### src/rtl/rv_ctrl_pkg.sv
// Shared widths, RV32I opcodes, control encodings and control bundles for the rv_ctrl pipeline
package rv_ctrl_pkg;

  localparam int XLEN = 32;

  typedef logic [XLEN-1:0] instr_t;

  // Major opcodes handled by the decoder
  typedef enum logic [6:0] {
    op_load   = 7'b0000011,
    op_imm    = 7'b0010011,
    op_auipc  = 7'b0010111,
    op_store  = 7'b0100011,
    op_r      = 7'b0110011,
    op_lui    = 7'b0110111,
    op_branch = 7'b1100011,
    op_jalr   = 7'b1100111,
    op_jal    = 7'b1101111
  } opcode_t;

  typedef enum logic [3:0] {
    alu_add  = 4'd0,
    alu_sub  = 4'd1,
    alu_and  = 4'd2,
    alu_or   = 4'd3,
    alu_xor  = 4'd4,
    alu_sll  = 4'd5,
    alu_srl  = 4'd6,
    alu_sra  = 4'd7,
    alu_slt  = 4'd8,
    alu_sltu = 4'd9
  } alu_op_t;

  typedef enum logic [2:0] {
    imm_none, imm_i, imm_s, imm_b, imm_u, imm_j
  } imm_fmt_t;

  typedef enum logic {a_rs1, a_pc} a_sel_t;
  typedef enum logic {b_rs2, b_imm} b_sel_t;

  typedef enum logic [1:0] {
    wb_none, wb_alu, wb_mem, wb_pc_plus4
  } wb_sel_t;

  // Load extension, word must stay at zero
  typedef enum logic [2:0] {
    ldx_word, ldx_hu, ldx_hs, ldx_bu, ldx_bs
  } ldx_t;

  typedef enum logic {pc_seq, pc_alu} pc_sel_t;

  typedef enum logic [1:0] {br_none, br_branch, br_jump} br_kind_t;

  // Branch condition funct3 codes
  localparam logic [2:0] f3_beq  = 3'b000;
  localparam logic [2:0] f3_bne  = 3'b001;
  localparam logic [2:0] f3_blt  = 3'b100;
  localparam logic [2:0] f3_bge  = 3'b101;
  localparam logic [2:0] f3_bltu = 3'b110;
  localparam logic [2:0] f3_bgeu = 3'b111;

  // Writeback controls, all zero is a bubble
  typedef struct packed {
    logic    rf_we;
    wb_sel_t wb_sel;
    ldx_t    ldx;
  } w_ctrl_t;

  // Execute controls plus the writeback bundle riding along
  typedef struct packed {
    alu_op_t  alu_op;
    a_sel_t   a_sel;
    b_sel_t   b_sel;
    imm_fmt_t imm_fmt;
    logic     br_un;
    br_kind_t br_kind;
    logic [2:0] funct3;   // Branch condition
    w_ctrl_t  w;
  } x_ctrl_t;

endpackage

### src/rtl/pipe_slot.sv
// One pipeline register entry with valid, hold and kill, instantiated per slot with its payload type
`timescale 1ns/10ps

module pipe_slot #(
  parameter type payload_t = logic
) (
  input  logic     clk,
  input  logic     rst,
  input  logic     in_valid,
  input  payload_t in_payload,
  input  logic     hold,
  input  logic     kill,
  output logic     out_valid,
  output payload_t out_payload
);

  payload_t next_payload;

  // Invalid entries always carry a zero payload
  assign next_payload = in_valid ? in_payload : payload_t'('0);

  always_ff @(posedge clk) begin
    if (rst || kill) begin
      out_valid   <= 1'b0;          // Bubble
      out_payload <= payload_t'('0);
    end else if (!hold) begin
      out_valid   <= in_valid;
      out_payload <= next_payload;
    end
  end

endmodule

### src/rtl/instr_decoder.sv
// Combinational RV32I decoder that turns one instruction word into the execute control bundle
`timescale 1ns/10ps

module instr_decoder (
  input  rv_ctrl_pkg::instr_t  instr,
  output rv_ctrl_pkg::x_ctrl_t ctrl
);

  import rv_ctrl_pkg::*;

  opcode_t    opcode;
  logic [2:0] funct3;
  logic       bit30;

  assign opcode = opcode_t'(instr[6:0]);
  assign funct3 = instr[14:12];
  assign bit30  = instr[30];

  // ALU operation from funct3, alt selects sub or sra
  function automatic alu_op_t alu_op_of(input logic [2:0] f3, input logic alt);
    alu_op_t op;
    case (f3)
      3'b000:  op = alt ? alu_sub : alu_add;
      3'b001:  op = alu_sll;
      3'b010:  op = alu_slt;
      3'b011:  op = alu_sltu;
      3'b100:  op = alu_xor;
      3'b101:  op = alt ? alu_sra : alu_srl;
      3'b110:  op = alu_or;
      default: op = alu_and;
    endcase
    return op;
  endfunction

  always_comb begin
    ctrl = '0;                          // Unknown opcode stays a bubble
    case (opcode)
      op_r: begin
        ctrl.alu_op   = alu_op_of(funct3, bit30);
        ctrl.w.rf_we  = 1'b1;
        ctrl.w.wb_sel = wb_alu;
      end
      op_imm: begin
        // Bit 30 is part of the immediate except on shift right
        ctrl.alu_op   = alu_op_of(funct3, bit30 && (funct3 == 3'b101));
        ctrl.b_sel    = b_imm;
        ctrl.imm_fmt  = imm_i;
        ctrl.w.rf_we  = 1'b1;
        ctrl.w.wb_sel = wb_alu;
      end
      op_load: begin
        ctrl.alu_op   = alu_add;        // Address rs1 + imm
        ctrl.b_sel    = b_imm;
        ctrl.imm_fmt  = imm_i;
        ctrl.w.rf_we  = 1'b1;
        ctrl.w.wb_sel = wb_mem;
        case (funct3)
          3'b000:  ctrl.w.ldx = ldx_bs;  // lb
          3'b001:  ctrl.w.ldx = ldx_hs;  // lh
          3'b100:  ctrl.w.ldx = ldx_bu;  // lbu
          3'b101:  ctrl.w.ldx = ldx_hu;  // lhu
          default: ctrl.w.ldx = ldx_word;
        endcase
      end
      op_store: begin
        ctrl.alu_op  = alu_add;
        ctrl.b_sel   = b_imm;
        ctrl.imm_fmt = imm_s;
      end
      op_branch: begin
        ctrl.alu_op  = alu_add;         // Target pc + imm
        ctrl.a_sel   = a_pc;
        ctrl.b_sel   = b_imm;
        ctrl.imm_fmt = imm_b;
        ctrl.br_un   = (funct3 == f3_bltu) || (funct3 == f3_bgeu);
        ctrl.br_kind = br_branch;
        ctrl.funct3  = funct3;
      end
      op_jal: begin
        ctrl.alu_op   = alu_add;
        ctrl.a_sel    = a_pc;
        ctrl.b_sel    = b_imm;
        ctrl.imm_fmt  = imm_j;
        ctrl.br_kind  = br_jump;
        ctrl.w.rf_we  = 1'b1;
        ctrl.w.wb_sel = wb_pc_plus4;    // Link address
      end
      op_jalr: begin
        ctrl.alu_op   = alu_add;        // Target rs1 + imm
        ctrl.b_sel    = b_imm;
        ctrl.imm_fmt  = imm_i;
        ctrl.br_kind  = br_jump;
        ctrl.w.rf_we  = 1'b1;
        ctrl.w.wb_sel = wb_pc_plus4;
      end
      op_auipc: begin
        ctrl.alu_op   = alu_add;
        ctrl.a_sel    = a_pc;
        ctrl.b_sel    = b_imm;
        ctrl.imm_fmt  = imm_u;
        ctrl.w.rf_we  = 1'b1;
        ctrl.w.wb_sel = wb_alu;
      end
      op_lui: begin
        // Datapath reads x0 on operand A for the U format, so result is imm
        ctrl.alu_op   = alu_add;
        ctrl.b_sel    = b_imm;
        ctrl.imm_fmt  = imm_u;
        ctrl.w.rf_we  = 1'b1;
        ctrl.w.wb_sel = wb_alu;
      end
      default: ctrl = '0;
    endcase
  end

endmodule

### src/rtl/branch_resolver.sv
// Resolves branches and jumps in the execute slot into a next-pc select and a kill of younger slots
`timescale 1ns/10ps

module branch_resolver (
  input  logic                 x_valid,
  input  rv_ctrl_pkg::x_ctrl_t x_ctrl,
  input  logic                 br_eq,
  input  logic                 br_lt,   // Signed or unsigned per br_un
  input  logic                 stall,
  output rv_ctrl_pkg::pc_sel_t pc_sel,
  output logic                 kill
);

  import rv_ctrl_pkg::*;

  logic cond_true;
  logic redirect;

  always_comb begin
    case (x_ctrl.funct3)
      f3_beq:  cond_true = br_eq;
      f3_bne:  cond_true = !br_eq;
      f3_blt,
      f3_bltu: cond_true = br_lt;
      f3_bge,
      f3_bgeu: cond_true = !br_lt;
      default: cond_true = 1'b0;       // Reserved encodings never taken
    endcase
  end

  // Redirect waits for the first unstalled cycle
  always_comb begin
    redirect = 1'b0;
    if (x_valid && !stall) begin
      case (x_ctrl.br_kind)
        br_jump:   redirect = 1'b1;
        br_branch: redirect = cond_true;
        default:   redirect = 1'b0;
      endcase
    end
  end

  assign pc_sel = redirect ? pc_alu : pc_seq;
  assign kill   = redirect;

endmodule

### src/rtl/rv_ctrl_top.sv
// Top of the three-slot RV32I control path, connect to the datapath through its plain ports
`timescale 1ns/10ps

module rv_ctrl_top (
  input  logic                  clk,
  input  logic                  rst,
  input  rv_ctrl_pkg::instr_t   instr,
  input  logic                  instr_valid,
  input  logic                  stall,
  input  logic                  br_eq,
  input  logic                  br_lt,
  output logic                  x_valid,
  output rv_ctrl_pkg::alu_op_t  alu_op,
  output rv_ctrl_pkg::a_sel_t   a_sel,
  output rv_ctrl_pkg::b_sel_t   b_sel,
  output rv_ctrl_pkg::imm_fmt_t imm_fmt,
  output logic                  br_un,
  output rv_ctrl_pkg::pc_sel_t  pc_sel,
  output logic                  w_valid,
  output logic                  rf_we,
  output rv_ctrl_pkg::wb_sel_t  wb_sel,
  output rv_ctrl_pkg::ldx_t     ldx
);

  import rv_ctrl_pkg::*;

  logic    d_valid;
  instr_t  d_instr;
  x_ctrl_t dec_ctrl;
  x_ctrl_t x_ctrl;
  w_ctrl_t w_ctrl;
  logic    kill;

  pipe_slot #(.payload_t(instr_t)) i_d_slot (
    .clk(clk), .rst(rst),
    .in_valid(instr_valid), .in_payload(instr),
    .hold(stall), .kill(kill),
    .out_valid(d_valid), .out_payload(d_instr)
  );

  instr_decoder i_decoder (
    .instr(d_instr),
    .ctrl (dec_ctrl)
  );

  pipe_slot #(.payload_t(x_ctrl_t)) i_x_slot (
    .clk(clk), .rst(rst),
    .in_valid(d_valid), .in_payload(dec_ctrl),
    .hold(stall), .kill(kill),
    .out_valid(x_valid), .out_payload(x_ctrl)
  );

  branch_resolver i_resolver (
    .x_valid(x_valid), .x_ctrl(x_ctrl),
    .br_eq(br_eq), .br_lt(br_lt), .stall(stall),
    .pc_sel(pc_sel), .kill(kill)
  );

  // Stall drops a bubble into writeback, no hold there
  pipe_slot #(.payload_t(w_ctrl_t)) i_w_slot (
    .clk(clk), .rst(rst),
    .in_valid(x_valid), .in_payload(x_ctrl.w),
    .hold(1'b0), .kill(stall),
    .out_valid(w_valid), .out_payload(w_ctrl)
  );

  assign alu_op  = x_ctrl.alu_op;
  assign a_sel   = x_ctrl.a_sel;
  assign b_sel   = x_ctrl.b_sel;
  assign imm_fmt = x_ctrl.imm_fmt;
  assign br_un   = x_ctrl.br_un;
  assign rf_we   = w_ctrl.rf_we;
  assign wb_sel  = w_ctrl.wb_sel;
  assign ldx     = w_ctrl.ldx;

endmodule

### config.mk
export PLATFORM = sky130hd
export DESIGN_NAME = rv_ctrl_top
export DESIGN_NICKNAME = d
export VERILOG_FILES = /design/src/rtl/rv_ctrl_pkg.sv /design/src/rtl/pipe_slot.sv /design/src/rtl/instr_decoder.sv /design/src/rtl/branch_resolver.sv /design/src/rtl/rv_ctrl_top.sv
export SDC_FILE = /design/constraint.sdc
export NUM_CORES = 1
export LEC_CHECK = 0
export ABC_AREA = 1
export BUFFER_PORTS_ARGS = -buffer_cell sky130_fd_sc_hd__buf_4
export CAP_MARGIN = 20
export CORE_MARGIN = 3
export CORE_UTILIZATION = 56
export CTS_BUF_LIST = sky130_fd_sc_hd__clkbuf_8
export CTS_CLUSTER_DIAMETER = 80
export DETAILED_ROUTE_END_ITERATION = 10
export PLACE_DENSITY = 0.82
export RECOVER_POWER = 25
export SYNTH_ARGS = -nofsm -noshare
export SYNTH_HDL_FRONTEND = slang
export SYNTH_SLANG_ARGS = --single-unit
export TNS_END_PERCENT = 20
### constraint.sdc
create_clock -name clk -period 2.1 [get_ports clk]
set_input_delay 0.21 -clock clk [delete_from_list [all_inputs] [get_ports clk]]
set_output_delay 0.21 -clock clk [all_outputs]
set_load 0.01 [all_outputs]
==> impl_metrics.csv <==
group,metric,value,unit
critical_path,critical_path_class,"flip-flop to primary output",
final_layout,drive_gt1_frac,0.180,
global_route,grt-busiest-layer,"met2",
sta,worstMarginPinSlew,0.435,ns
power,p_leak,0.000841,uW
clocking,cts_tree,"yes",
floorplanning,dieArea,3980,um^2
synth,synth_cell_types,25,
critical_path,crit_required,1.89,ns
final_layout,area_growth,12.6,%
placement,port_buffers,35,
clocking,ctsHoldBuffers,0,
final_layout,multiInputGateArea,774,um^2
synth,synth_top_cell_by_area,"dfxtp_1",
flow_run,maxCapViolCount,0,
clocking,path_clk_slew,0.07,ns
sta,rsz0062_at_grt,"false",
synth,synth_fp_nets,281,
placement,dp_cells,304,
floorplanning,ios,57,
global_route,use_met2,0.302,
detailed_routing,drt_wl_total,3.50,mm
sta,drv_slew,0,
final_layout,final_common_cell,"nand2_1",
floorplanning,row_count,20,
sta,min_period,1.63,ns
synth,synthTopCellsByArea,"dfxtp_1 (45%), nand2_1 (9.1%), nor2_1 (8.4%), a21oi_2 (5.8%), inv_1 (5.6%)",
synth,ys_warn_count,0,
synth,synth_seq_area_share,0.450,
critical_path,end_kind,"primary output",
synth,syn-cell-area,1820,um^2
clocking,root_buffer,"clkbuf_8",
critical_path,worst_setup_path_start_kind,"flip-flop",
floorplanning,start_util,0.593,
synth,synth_cells,241,
floorplanning,die_h,63.1,um
synth,ys_seq_elements,41,
clocking,clk_path_buf_depth,2,
detailed_routing,vias,1561,
critical_path,regToRegSetupSlack,0.58,ns
final_layout,fin_cells,310,
global_route,grt-ovfl-total,0,
sta,finalClockSkew,0.00443,ns
final_layout,diodes,0,
run_status,outcome,"completed",
global_route,grt_pass1_vias,1400,
sta,fin_setup_tns,0,ns
final_layout,fillCellCount,292,
global_route,grt_pass1_wl,5.93,mm
power,powerDensity,659,nW/um^2
final_layout,ff_latch_area,821,um^2
synth,syn_avg_cell_area,7.57,um^2
sta,hold_violations,0,
final_layout,layout.nets,307,
floorplanning,core_area,3080,um^2
sta,finalCritPeriodShare,0.776,
global_route,grtUsageMet1,0.220,
final_layout,final_cell_mix,"nand2_1 (44), nor2_1 (41), dfxtp_1 (41)",
power,vdd_ir_drop_max,0.000456,V
global_route,antenna_found_initial,0,
placement,place.gp.congestion,0.857,
sta,setup_viol,0,
floorplanning,die_w,63.1,um
critical_path,critPathMaxFanout,3,
detailed_routing,first_pass_iters,6,
global_route,gr-usage-all-layers,0.188,
synth,synth_top_area_frac,0.450,
clocking,htree_levels,2,
clocking,postCtsSetupBuffers,0,
detailed_routing,drt.antenna.violating_nets,0,
sta,relSlewSlack,0.709,
detailed_routing,drtIter0Drc,76,
clocking,cts_resized,0,
critical_path,cp.arrival,1.42,ns
clocking,cts_made_buffers,5,
sta,fmax,614,MHz
clocking,clkSinkCount,41,
detailed_routing,wl_per_cell,11.3,um
global_route,grt_start_max_net_pins,35,
detailed_routing,via_per_inst,5.04,
global_route,met3_usage,0.0606,
clocking,clkLatencyLatePin,0.29,ns
min_path,min_path_type,"primary input to flip-flop",
detailed_routing,route.detailed.drc,0,
placement,place_hpwl,2.43,mm
## registers in the layout, summed over array words and instances (netlist names)
| name | count |
|---|---|
| i_d_slot.out_payload | 11 |
| i_x_slot.out_payload | 21 |
| i_w_slot.out_valid | 1 |
| i_w_slot.out_payload | 6 |
| i_x_slot.out_valid | 1 |
| i_d_slot.out_valid | 1 |
## synth_stat cells (all sizes together)
cell / count
nand2: 47
nor2: 43
dfxtp: 41
inv: 30
a21oi: 21
nand3: 16
buf: 13
a22oi: 12
clkbuf: 4
nand4: 4
ha: 2
o21ai: 2
a31oi: 1
nand3b: 1
nor3: 1
o211ai: 1
o22ai: 1
or2: 1
## final cells by class
cell class | count | area share
timing repair buffer | 36 | 0.106
sequential | 41 | 0.400
tap | 44 | 0.0268
clock buffer | 5 | 0.0335
inverter | 30 | 0.0548
multi-input combinational | 153 | 0.377
clock inverter | 1 | 0.00244
## layer usage
| metal | wire [um] | part of all wire |
|---|---|---|
| met5 | 0 | 0 |
| met4 | 104 | 0.030 |
| met3 | 237 | 0.068 |
| met2 | 1550 | 0.44 |
| met1 | 1610 | 0.46 |
## per-stage QoR
step	instance area (um^2)	utilization	worst slack (ns)	hold WS [ns]	total power [uW]
after CTS	2110	0.685	0.460	0.0902	1370
after detailed placement	2030	0.661	0.500	0.409	907
final	2050	0.667	0.471	0.102	1350
after global routing	2050	0.667	0.375	0.107	1410
after global placement	2030	0.661	0.509	0.409	905
after floorplan	1820	-	0.821	0.294	875
## critical path, stage by stage (launching register included)
cell and delay, ns:
dfxtp_1 0.37, inv_1 0.06, ha_1 0.28, nor2_1 0.16
nand2_2 0.10, inv_1 0.06, buf_4 0.11
## where the power goes
part | total, uW | internal [uW] | switching (uW)
combinational | 90.8 | 37.8 | 53.0
clock | 465 | 218 | 246
sequential | 798 | 787 | 11.2
## final timing paths
path,from,to,cells past startpoint
setup / recovery,i_x_slot.out_payload[9]$_SDFFE_PP0N_,pc_sel,6
hold / removal,rst,i_w_slot.out_valid$_SDFF_PP0_,2
setup reg to reg,i_x_slot.out_payload[9]$_SDFFE_PP0N_,i_d_slot.out_payload[3]$_SDFFE_PP0N_,6
hold reg to reg,i_x_slot.out_payload[1]$_SDFFE_PP0N_,i_w_slot.out_payload[1]$_SDFF_PP0_,2
## kinds of logic after synthesis
logic type,count (synthesis),synth area share
and+or+nand+nor,113,0.263
DFF,41,0.450
adders and majority gates,2,0.0137
AOI/OAI and AO/OA,38,0.148
buffers and inverters,47,0.126
Note: power is estimated with default switching activity, not from simulation.
